===== src/rv_pkg.sv =====
`default_nettype none

package rv_pkg;

  // ------------------------------
  // Basic word types
  // ------------------------------
  typedef logic [31:0] word_t;
  typedef logic [31:0] instr_t;
  typedef logic [4:0] reg_addr_t;

  // ALU operation, decoded from opcode, funct3 and funct7
  typedef enum logic [3:0] {
    ALU_ADD,
    ALU_SUB,
    ALU_AND,
    ALU_OR,
    ALU_XOR,
    ALU_SLT,
    ALU_SLTU,
    ALU_SLL,
    ALU_SRL,
    ALU_SRA,
    ALU_PASS_B
  } alu_op_e;

  // Register write-back source
  typedef enum logic [1:0] {
    WB_ALU,
    WB_MEM,
    WB_PC_PLUS4
  } wb_sel_e;

  // IF/ID register contents
  typedef struct packed {
    word_t  pc;
    instr_t instr;
    logic   valid;
  } fetch_t;

  typedef struct packed {
    reg_addr_t rd;
    reg_addr_t rs1;
    reg_addr_t rs2;
    alu_op_e   alu_op;
    logic      alu_a_pc;
    logic      alu_b_imm;
    logic      reg_write;
    logic      mem_write;
    logic      mem_read;
    logic      is_branch;
    logic      is_jal;
    logic      is_jalr;
    logic      is_ebreak;
    logic [2:0] funct3;
    wb_sel_e   wb_sel;
  } ctrl_t;

  // ------------------------------
  // Opcodes
  // ------------------------------
  localparam logic [6:0] OP_LUI    = 7'b0110111;
  localparam logic [6:0] OP_AUIPC  = 7'b0010111;
  localparam logic [6:0] OP_JAL    = 7'b1101111;
  localparam logic [6:0] OP_JALR   = 7'b1100111;
  localparam logic [6:0] OP_BRANCH = 7'b1100011;
  localparam logic [6:0] OP_LOAD   = 7'b0000011;
  localparam logic [6:0] OP_STORE  = 7'b0100011;
  localparam logic [6:0] OP_IMM    = 7'b0010011;
  localparam logic [6:0] OP_REG    = 7'b0110011;
  localparam logic [6:0] OP_SYSTEM = 7'b1110011;

  // addi x0, x0, 0
  localparam instr_t NOP = 32'h0000_0013;

endpackage

`default_nettype wire


===== src/rv_core.sv =====
`timescale 1ns/10ps
`default_nettype none

module rv_core #(
  parameter rv_pkg::word_t RESET_PC = '0
) (
  input  logic           clk,
  input  logic           reset,
  output rv_pkg::word_t  imem_addr,
  input  rv_pkg::instr_t imem_data,
  output rv_pkg::word_t  dmem_addr,
  input  rv_pkg::word_t  dmem_rdata,
  output rv_pkg::word_t  dmem_wdata,
  output logic           dmem_we,
  output logic           ebreak
);

  rv_pkg::fetch_t if_id;
  rv_pkg::ctrl_t  ctrl;
  rv_pkg::word_t  imm;
  rv_pkg::word_t  rs1_data;
  rv_pkg::word_t  rs2_data;
  logic           rd_we;
  rv_pkg::word_t  rd_data;
  logic           taken;
  rv_pkg::word_t  target;
  logic           halted;

  // ------------------------------
  // Stage one
  // ------------------------------
  rv_fetch #(
    .RESET_PC(RESET_PC)
  ) fetch_stage (
    .clk      (clk),
    .reset    (reset),
    .taken    (taken),
    .target   (target),
    .halted   (halted),
    .imem_addr(imem_addr),
    .imem_data(imem_data),
    .fetch    (if_id)
  );

  // ------------------------------
  // Stage two
  // ------------------------------
  rv_decode decode (
    .fetch(if_id),
    .ctrl (ctrl),
    .imm  (imm)
  );

  rv_regfile regfile (
    .clk     (clk),
    .reset   (reset),
    .rs1     (ctrl.rs1),
    .rs2     (ctrl.rs2),
    .rs1_data(rs1_data),
    .rs2_data(rs2_data),
    .rd_we   (rd_we),
    .rd      (ctrl.rd),
    .rd_data (rd_data)
  );

  rv_execute execute (
    .clk       (clk),
    .reset     (reset),
    .fetch     (if_id),
    .ctrl      (ctrl),
    .imm       (imm),
    .rs1_data  (rs1_data),
    .rs2_data  (rs2_data),
    .rd_we     (rd_we),
    .rd_data   (rd_data),
    .taken     (taken),
    .target    (target),
    .dmem_addr (dmem_addr),
    .dmem_wdata(dmem_wdata),
    .dmem_rdata(dmem_rdata),
    .dmem_we   (dmem_we),
    .halted    (halted)
  );

  assign ebreak = halted;

endmodule

`default_nettype wire


===== src/rv_decode.sv =====
`timescale 1ns/10ps
`default_nettype none

module rv_decode (
  input  rv_pkg::fetch_t fetch,
  output rv_pkg::ctrl_t  ctrl,
  output rv_pkg::word_t  imm
);

  localparam rv_pkg::instr_t EBREAK = 32'h0010_0073;

  rv_pkg::instr_t instr;
  logic [6:0]     opcode;
  logic [2:0]     funct3;
  logic           funct7_b5;
  rv_pkg::word_t  imm_i;
  rv_pkg::word_t  imm_s;
  rv_pkg::word_t  imm_b;
  rv_pkg::word_t  imm_u;
  rv_pkg::word_t  imm_j;

  // ALU op for OP and OP-IMM; alt picks SUB or SRA
  function automatic rv_pkg::alu_op_e alu_op_of(input logic [2:0] f3, input logic alt);
    rv_pkg::alu_op_e op;
    case (f3)
      3'b000:  op = alt ? rv_pkg::ALU_SUB : rv_pkg::ALU_ADD;
      3'b001:  op = rv_pkg::ALU_SLL;
      3'b010:  op = rv_pkg::ALU_SLT;
      3'b011:  op = rv_pkg::ALU_SLTU;
      3'b100:  op = rv_pkg::ALU_XOR;
      3'b101:  op = alt ? rv_pkg::ALU_SRA : rv_pkg::ALU_SRL;
      3'b110:  op = rv_pkg::ALU_OR;
      default: op = rv_pkg::ALU_AND;
    endcase
    return op;
  endfunction

  assign instr     = fetch.instr;
  assign opcode    = instr[6:0];
  assign funct3    = instr[14:12];
  assign funct7_b5 = instr[30];

  // ------------------------------
  // Immediate formats
  // ------------------------------
  assign imm_i = {{20{instr[31]}}, instr[31:20]};
  assign imm_s = {{20{instr[31]}}, instr[31:25], instr[11:7]};
  assign imm_b = {{19{instr[31]}}, instr[31], instr[7], instr[30:25], instr[11:8], 1'b0};
  assign imm_u = {instr[31:12], 12'h000};
  assign imm_j = {{11{instr[31]}}, instr[31], instr[19:12], instr[20], instr[30:21], 1'b0};

  // ------------------------------
  // Control decode
  // ------------------------------
  always_comb begin
    ctrl        = '0;
    ctrl.rd     = instr[11:7];
    ctrl.rs1    = instr[19:15];
    ctrl.rs2    = instr[24:20];
    ctrl.funct3 = funct3;
    ctrl.alu_op = rv_pkg::ALU_ADD;
    ctrl.wb_sel = rv_pkg::WB_ALU;
    imm         = '0;

    // Bubbles and unknown opcodes fall through as a NOP
    if (fetch.valid) begin
      case (opcode)
        rv_pkg::OP_LUI: begin
          ctrl.alu_op    = rv_pkg::ALU_PASS_B;
          ctrl.alu_b_imm = 1'b1;
          ctrl.reg_write = 1'b1;
          imm            = imm_u;
        end
        rv_pkg::OP_AUIPC: begin
          ctrl.alu_a_pc  = 1'b1;
          ctrl.alu_b_imm = 1'b1;
          ctrl.reg_write = 1'b1;
          imm            = imm_u;
        end
        rv_pkg::OP_JAL: begin
          ctrl.is_jal    = 1'b1;
          ctrl.reg_write = 1'b1;
          ctrl.wb_sel    = rv_pkg::WB_PC_PLUS4;
          imm            = imm_j;
        end
        rv_pkg::OP_JALR: begin
          ctrl.is_jalr   = 1'b1;
          ctrl.alu_b_imm = 1'b1;
          ctrl.reg_write = 1'b1;
          ctrl.wb_sel    = rv_pkg::WB_PC_PLUS4;
          imm            = imm_i;
        end
        rv_pkg::OP_BRANCH: begin
          ctrl.is_branch = 1'b1;
          imm            = imm_b;
        end
        rv_pkg::OP_LOAD: begin
          // LW only
          if (funct3 == 3'b010) begin
            ctrl.mem_read  = 1'b1;
            ctrl.alu_b_imm = 1'b1;
            ctrl.reg_write = 1'b1;
            ctrl.wb_sel    = rv_pkg::WB_MEM;
            imm            = imm_i;
          end
        end
        rv_pkg::OP_STORE: begin
          if (funct3 == 3'b010) begin
            ctrl.mem_write = 1'b1;
            ctrl.alu_b_imm = 1'b1;
            imm            = imm_s;
          end
        end
        rv_pkg::OP_IMM: begin
          ctrl.alu_op    = alu_op_of(funct3, (funct3 == 3'b101) && funct7_b5);
          ctrl.alu_b_imm = 1'b1;
          ctrl.reg_write = 1'b1;
          imm            = imm_i;
        end
        rv_pkg::OP_REG: begin
          ctrl.alu_op    = alu_op_of(funct3, funct7_b5);
          ctrl.reg_write = 1'b1;
        end
        rv_pkg::OP_SYSTEM: begin
          ctrl.is_ebreak = (instr == EBREAK);
        end
        default: begin
        end
      endcase
    end
  end

endmodule

`default_nettype wire


===== src/rv_execute.sv =====
`timescale 1ns/10ps
`default_nettype none

module rv_execute (
  input  logic           clk,
  input  logic           reset,
  input  rv_pkg::fetch_t fetch,
  input  rv_pkg::ctrl_t  ctrl,
  input  rv_pkg::word_t  imm,
  input  rv_pkg::word_t  rs1_data,
  input  rv_pkg::word_t  rs2_data,
  output logic           rd_we,
  output rv_pkg::word_t  rd_data,
  output logic           taken,
  output rv_pkg::word_t  target,
  output rv_pkg::word_t  dmem_addr,
  output rv_pkg::word_t  dmem_wdata,
  input  rv_pkg::word_t  dmem_rdata,
  output logic           dmem_we,
  output logic           halted
);

  logic          active;
  rv_pkg::word_t alu_a;
  rv_pkg::word_t alu_b;
  rv_pkg::word_t alu_result;
  rv_pkg::word_t pc_plus4;
  logic [4:0]    shamt;
  logic          br_cond;

  // Nothing executes after the halt
  assign active = fetch.valid && !halted;

  // ------------------------------
  // ALU
  // ------------------------------
  assign alu_a = ctrl.alu_a_pc ? fetch.pc : rs1_data;
  assign alu_b = ctrl.alu_b_imm ? imm : rs2_data;
  assign shamt = alu_b[4:0];

  always_comb begin
    case (ctrl.alu_op)
      rv_pkg::ALU_SUB:    alu_result = alu_a - alu_b;
      rv_pkg::ALU_AND:    alu_result = alu_a & alu_b;
      rv_pkg::ALU_OR:     alu_result = alu_a | alu_b;
      rv_pkg::ALU_XOR:    alu_result = alu_a ^ alu_b;
      rv_pkg::ALU_SLT:    alu_result = {31'b0, $signed(alu_a) < $signed(alu_b)};
      rv_pkg::ALU_SLTU:   alu_result = {31'b0, alu_a < alu_b};
      rv_pkg::ALU_SLL:    alu_result = alu_a << shamt;
      rv_pkg::ALU_SRL:    alu_result = alu_a >> shamt;
      rv_pkg::ALU_SRA:    alu_result = rv_pkg::word_t'($signed(alu_a) >>> shamt);
      rv_pkg::ALU_PASS_B: alu_result = alu_b;
      default:            alu_result = alu_a + alu_b;
    endcase
  end

  // ------------------------------
  // Branches and jumps
  // ------------------------------
  always_comb begin
    case (ctrl.funct3)
      3'b000:  br_cond = (rs1_data == rs2_data);
      3'b001:  br_cond = (rs1_data != rs2_data);
      3'b100:  br_cond = ($signed(rs1_data) < $signed(rs2_data));
      3'b101:  br_cond = ($signed(rs1_data) >= $signed(rs2_data));
      3'b110:  br_cond = (rs1_data < rs2_data);
      3'b111:  br_cond = (rs1_data >= rs2_data);
      default: br_cond = 1'b0;
    endcase
  end

  assign taken = active && (ctrl.is_jal || ctrl.is_jalr || (ctrl.is_branch && br_cond));

  // JALR takes rs1 + imm from the ALU, low bit cleared
  assign target   = ctrl.is_jalr ? {alu_result[31:1], 1'b0} : fetch.pc + imm;
  assign pc_plus4 = fetch.pc + 32'd4;

  // Write-back
  always_comb begin
    case (ctrl.wb_sel)
      rv_pkg::WB_MEM:      rd_data = dmem_rdata;
      rv_pkg::WB_PC_PLUS4: rd_data = pc_plus4;
      default:             rd_data = alu_result;
    endcase
  end

  assign rd_we = active && ctrl.reg_write;

  // Data memory, address held at zero when not accessing
  assign dmem_addr  = (ctrl.mem_read || ctrl.mem_write) ? alu_result : '0;
  assign dmem_wdata = rs2_data;
  assign dmem_we    = active && ctrl.mem_write;

  // Sticky until reset
  always_ff @(posedge clk) begin
    if (reset) begin
      halted <= 1'b0;
    end else if (active && ctrl.is_ebreak) begin
      halted <= 1'b1;
    end
  end

endmodule

`default_nettype wire


===== src/rv_fetch.sv =====
`timescale 1ns/10ps
`default_nettype none

module rv_fetch #(
  parameter rv_pkg::word_t RESET_PC = '0
) (
  input  logic            clk,
  input  logic            reset,
  input  logic            taken,
  input  rv_pkg::word_t   target,
  input  logic            halted,
  output rv_pkg::word_t   imem_addr,
  input  rv_pkg::instr_t  imem_data,
  output rv_pkg::fetch_t  fetch
);

  rv_pkg::word_t  pc;
  rv_pkg::word_t  pc_next;
  rv_pkg::word_t  if_pc;
  rv_pkg::instr_t if_instr;
  logic           if_valid;
  logic           flush;

  // Wrong-path fetch after a redirect, or anything after a halt
  assign flush = taken || halted;

  // Next pc, frozen once halted
  always_comb begin
    if (halted) begin
      pc_next = pc;
    end else if (taken) begin
      pc_next = target;
    end else begin
      pc_next = pc + 32'd4;
    end
  end

  always_ff @(posedge clk) begin
    if (reset) begin
      pc       <= RESET_PC;
      if_valid <= 1'b0;
    end else begin
      pc       <= pc_next;
      if_valid <= !flush;
    end
  end

  // IF/ID payload
  always_ff @(posedge clk) begin
    if_pc    <= pc;
    if_instr <= flush ? rv_pkg::NOP : imem_data;
  end

  assign imem_addr = pc;
  assign fetch     = '{pc: if_pc, instr: if_instr, valid: if_valid};

endmodule

`default_nettype wire


===== src/rv_regfile.sv =====
`timescale 1ns/10ps
`default_nettype none

module rv_regfile (
  input  logic              clk,
  input  logic              reset,
  input  rv_pkg::reg_addr_t rs1,
  input  rv_pkg::reg_addr_t rs2,
  output rv_pkg::word_t     rs1_data,
  output rv_pkg::word_t     rs2_data,
  input  logic              rd_we,
  input  rv_pkg::reg_addr_t rd,
  input  rv_pkg::word_t     rd_data
);

  // x1..x31, x0 is not stored
  rv_pkg::word_t regs [1:31];

  always_ff @(posedge clk) begin
    if (reset) begin
      for (int i = 1; i < 32; i++) begin
        regs[i] <= '0;
      end
    end else if (rd_we && (rd != 5'd0)) begin
      regs[rd] <= rd_data;
    end
  end

  // Write happens at the end of the same stage, so no bypass needed
  assign rs1_data = (rs1 == 5'd0) ? '0 : regs[rs1];
  assign rs2_data = (rs2 == 5'd0) ? '0 : regs[rs2];

endmodule

`default_nettype wire


===== config.mk =====
export PLATFORM = sky130hd
export DESIGN_NAME = rv_core
export DESIGN_NICKNAME = d
export VERILOG_FILES = /design/src/rv_pkg.sv /design/src/rv_core.sv /design/src/rv_decode.sv /design/src/rv_execute.sv /design/src/rv_fetch.sv /design/src/rv_regfile.sv
export SDC_FILE = /design/constraint.sdc
export NUM_CORES = 2
export LEC_CHECK = 0
export BUFFER_PORTS_ARGS = -buffer_cell sky130_fd_sc_hd__buf_4
export CAP_MARGIN = 25
export CELL_PAD_IN_SITES_DETAIL_PLACEMENT = 1
export CELL_PAD_IN_SITES_GLOBAL_PLACEMENT = 1
export CORE_MARGIN = 2
export CORE_UTILIZATION = 56
export DETAILED_ROUTE_END_ITERATION = 8
export GPL_ROUTABILITY_DRIVEN = 1
export PLACE_DENSITY = 0.87
export SYNTH_ARGS = -nofsm -noshare
export SYNTH_HDL_FRONTEND = slang
export SYNTH_SLANG_ARGS = --single-unit
export TNS_END_PERCENT = 30

===== constraint.sdc =====
create_clock -name clk -period 26.4 [get_ports clk]
set_input_delay 5.28 -clock clk [delete_from_list [all_inputs] [get_ports clk]]
set_output_delay 5.28 -clock clk [all_outputs]
set_load 0.1 [all_outputs]

==> impl_metrics.py, run 1 <==
metrics = {
    "clock_network": {
        "cts_made_buffers": 114,
        "ctsHoldBuffers": 0,
        "clock_sink_count": 1122,
        "cts_buffer_depth": 3,
        "cts-root-buf": "clkbuf_16",
        "cts_resized": 0,
        "cts_setup_buffers": 0,
        "htree_num_levels": 3,
    },
    "die": {
        "die_x_um": 361,
        "start_util_pct": 56.6,
        "rows": 130,
        "io_pins": 164,
        "die_y_um": 361,
    },
    "logic_synthesis": {
        "yosysTopAreaCell": "edfxtp_1",
        "synth_top_area_share_pct": 43.2,
        "synth.most_common_cell": "nor2_1",
        "avgSynthCellArea_um2": 11.5,
        "ys.flop_type": "edfxtp_1",
        "async_reset_ff_share_pct": 0,
        "synth-edff-count": 1024,
        "ys_seq_area_share_pct": 45.9,
        "synthCells": 6217,
        "syn_area_mm2": 0.0712,
        "synthTopCellsByArea": "edfxtp_1 (43%), mux4_2 (15%), nor2_1 (6.0%), mux2i_1 (3.2%), ha_1 (2.9%)",
        "ys_warn_count": 0,
        "synth_common_cells": "nor2_1 (1,147), edfxtp_1 (1,024), mux4_2 (485)",
        "synth.distinct_cells": 123,
        "ys_ff_latch": 1122,
    },
    "status": {
        "error": "[ERROR GRT-0232] Routing congestion too high. Check the congestion heatmap in the GUI.",
        "status": "did not finish",
        "lastStage": "global routing",
    },
    "placed_design": {
        "place_congestion": 1.07,
        "pre_cts_slack_ns": 12.07,
        "port_buffers": 163,
        "post-dp-hpwl_um": 249000,
    },
    "global_route": {
        "overflow": 267,
        "antenna_found_initial": 76,
        "grtUsageTotal_pct": 86.6,
        "grt_max_degree": 117,
    },
}
==> cell families after synthesis <==
| logic type | count (synthesis) | synth area share, % |
|---|---|---|
| simple gates | 2010 | 12.2 |
| compound gates | 1319 | 13.6 |
| flops | 1122 | 45.9 |
| buf+inv | 775 | 5.26 |
| mux | 742 | 19.0 |
| fa+ha+maj | 167 | 2.97 |
| xor+xnor | 81 | 0.996 |
| other cells | 1 | 0.00526 |
==> through the flow <==
stage | cell area [um2] | std cells | util [%]
floorplan | 71300 | 6248 | -
global placement | 73900 | 7719 | 58.7
detailed placement | 73900 | 7722 | 58.7
CTS | 77700 | 7930 | 61.7
==> routing by layer <==
metal  track usage (%)  overflow
met5              61.7         7
met4              85.0        86
met3              79.1        33
met2              95.2       111
met1              87.0        30
==> run 2, diff against run 1 <==
--- a/config.mk
+++ b/config.mk
@@ -7,13 +7,11 @@
 export LEC_CHECK = 0
 export BUFFER_PORTS_ARGS = -buffer_cell sky130_fd_sc_hd__buf_4
 export CAP_MARGIN = 25
-export CELL_PAD_IN_SITES_DETAIL_PLACEMENT = 1
-export CELL_PAD_IN_SITES_GLOBAL_PLACEMENT = 1
 export CORE_MARGIN = 2
-export CORE_UTILIZATION = 56
+export CORE_UTILIZATION = 40
 export DETAILED_ROUTE_END_ITERATION = 8
 export GPL_ROUTABILITY_DRIVEN = 1
-export PLACE_DENSITY = 0.87
+export PLACE_DENSITY_LB_ADDON = 0.15
 export SYNTH_ARGS = -nofsm -noshare
 export SYNTH_HDL_FRONTEND = slang
 export SYNTH_SLANG_ARGS = --single-unit
==> impl_metrics.py, run 2 <==
metrics = {
    "clock_network": {
        "cts_buffer_depth": 3,
        "cts_setup_buffers": 0,
        "htree_num_levels": 3,
        "cts_tree": "done",
        "insertion_delay_ns": 0.82,
        "clock_sink_count": 1122,
        "ctsHoldBuffers": 0,
        "cts_resized": 0,
        "cts-root-buf": "clkbuf_16",
        "cts_made_buffers": 121,
        "clkTransAtPathRegs_ns": 0.06,
    },
    "finish": {
        "final_common_cell": "nor2_1",
        "largest_reg_flops": 1024,
        "final.fill_count": 16500,
        "top_register": "regfile.regs",
        "regArea_mm2": 0.0327,
        "post-route-util_pct": 44.9,
        "area_delta_synth_final_pct": 11.2,
        "mostFrequentLayoutCells": "nor2_1 (1,145), edfxtp_1 (1,024), mux4_2 (485)",
        "multi_input_area_mm2": 0.0356,
        "drive_gt1_share_pct": 21.1,
        "nets": 6441,
    },
    "route": {
        "antenna_left": 0,
        "post-route-drc-count": 0,
        "firstDrtPassIters": 8,
        "drt_iter0_drc": 9104,
        "wl_per_cell_um": 40.8,
        "vias_per_cell": 6.88,
        "routed_wirelength_um": 353000,
        "num_vias": 59500,
    },
    "logic_synthesis": {
        "syn_area_mm2": 0.0712,
        "ys.flop_type": "edfxtp_1",
        "synth_top_area_share_pct": 43.2,
        "synthTopCellsByArea": "edfxtp_1 (43%), mux4_2 (15%), nor2_1 (6.0%), mux2i_1 (3.2%), ha_1 (2.9%)",
        "ys_warn_count": 0,
        "ys_ff_latch": 1122,
        "async_reset_ff_share_pct": 0,
        "synthCells": 6217,
        "synth_common_cells": "nor2_1 (1,147), edfxtp_1 (1,024), mux4_2 (485)",
        "synth-edff-count": 1024,
        "avgSynthCellArea_um2": 11.5,
        "synth.most_common_cell": "nor2_1",
        "ys_seq_area_share_pct": 45.9,
        "yosysTopAreaCell": "edfxtp_1",
        "synth.distinct_cells": 123,
    },
    "setup_path": {
        "crit_type": "flop to primary output",
        "startpoint_type": "flop",
        "arrival_ns": 10.78,
        "worstSetupEndpointType": "primary output",
        "worstPathMaxFanout": 57,
        "required_ns": 21.12,
    },
    "die": {
        "die-area_mm2": 0.181,
        "core_mm2": 0.176,
        "die_y_um": 426,
        "die_x_um": 426,
        "start_util_pct": 40.4,
        "rows": 154,
        "io_pins": 164,
    },
    "sta": {
        "slew_headroom_pct": 9.65,
        "period_share_pct": 60.8,
        "finalCriticalPeriod_ns": 16.06,
        "drv_slew": 0,
        "hold_violations": 0,
        "rsz0062_at_grt": "no",
        "hold_ws_ns": 0.400,
        "setup_viol_count_final": 0,
        "worst_pin_slew_ns": 1.36,
        "tns_ns": 0,
        "fmax_mhz": 62.3,
        "setup_slack_ns": 10.34,
        "clock_skew_ns": 0.0497,
    },
    "global_route": {
        "grt_max_degree": 58,
        "grt_pass1_wl_um": 476000,
        "antenna_found_initial": 9,
        "overflow": 0,
        "grtUsageTotal_pct": 38.2,
        "grt_pass1_vias": 56700,
    },
    "placed_design": {
        "post-dp-hpwl_um": 230000,
        "port_buffers": 163,
        "place_congestion": 1.03,
        "pre_cts_slack_ns": 11.26,
    },
    "pwr": {
        "p_leak_nw": 29.5,
        "power.total_mw": 5.59,
        "irDropWorstVdd_v": 0.0000601,
        "power_density_mw_per_mm2": 70.7,
    },
    "flow_run": {
        "cap_violations": 0,
    },
    "status": {
        "status": "complete, no violations",
    },
    "worst_hold_path": {
        "hold_class": "flop to flop",
    },
}
[run 2: cell counts after synthesis]
No cell type changed its count.
[run 2: cell type report]
class	instances	share of cell area [%]
diodes	2	0.00632
clock buffers	140	3.93
clock inverters	92	1.20
inverters	206	0.983
multi-input cells	4351	44.9
flip-flops and latches	1122	41.4
well taps	2340	3.70
repair buffers	406	3.90
[run 2: logic make-up (layout without fill, tap and decap cells)]
family / count (synthesis) / count (layout) / share of synthesized area (%)
simple gates: 2010 / 2010 / 12.2
compound gates: 1319 / 1319 / 13.6
flops: 1122 / 1122 / 45.9
buf+inv: 775 / 844 / 5.26
mux: 742 / 742 / 19.0
fa+ha+maj: 167 / 167 / 2.97
xor+xnor: 81 / 81 / 0.996
other cells: 1 / 34 / 0.00526
[run 2: stage by stage]
stage          cells  instance area [um2]
2_1_floorplan   6248                71300
3_3_place_gp    8405                74900
3_5_place_dp    8418                75000
4_1_cts         8650                79100
5_1_grt         8657                79200
6_report        8659                79200
[run 2: worst paths after layout]
check                                              start                  endpoint  depth (start not counted)  slack [ns]
worst min-delay path            fetch_stage.imem_addr[1]      fetch_stage.if_pc[1]                          0        0.40
worst min register to register  fetch_stage.imem_addr[1]      fetch_stage.if_pc[1]                          0        0.40
worst max register to register  fetch_stage.if_instr[21]  fetch_stage.imem_addr[8]                         23       15.79
worst max-delay path            fetch_stage.if_instr[20]             dmem_addr[30]                         25       10.34
[run 2: per-layer routing]
| metal | wire length (um) | track usage, % |
|---|---|---|
| met1 | 128000 | 47.8 |
| met2 | 155000 | 58.3 |
| met3 | 39700 | 9.54 |
| met4 | 29600 | 26.1 |
| met5 | 25 | 0 |
[run 2: power by group]
group	internal, mW	switching, mW	leakage (nW)
sequential	2.01	0.0567	11.4
combinational	0.476	1.27	16.2
clock	0.995	0.784	1.98
total	3.49	2.11	29.5
[run 2: worst max-delay path, stage by stage, from the launching register on]
cell and delay, ns:
dfxtp_4 0.88, buf_4 0.75, buf_4 0.71, buf_4 0.87
mux4_2 0.59, nor2b_1 0.14, o21ai_0 0.22, nand4_1 0.27
buf_4 0.39, a21oi_4 0.42, inv_4 0.31, ha_1 0.35
fa_1 0.47, nor2b_1 0.12, o21ai_0 0.12, a21boi_0 0.24
o21ai_0 0.22, a21o_1 0.34, a211oi_1 0.71, o211a_1 0.32
o21ai_0 0.12, and3_1 0.20, nor3_1 0.38, nor3_1 0.20
nor2_1 0.14, buf_4 0.30
Power figures use the tool's default switching activity.
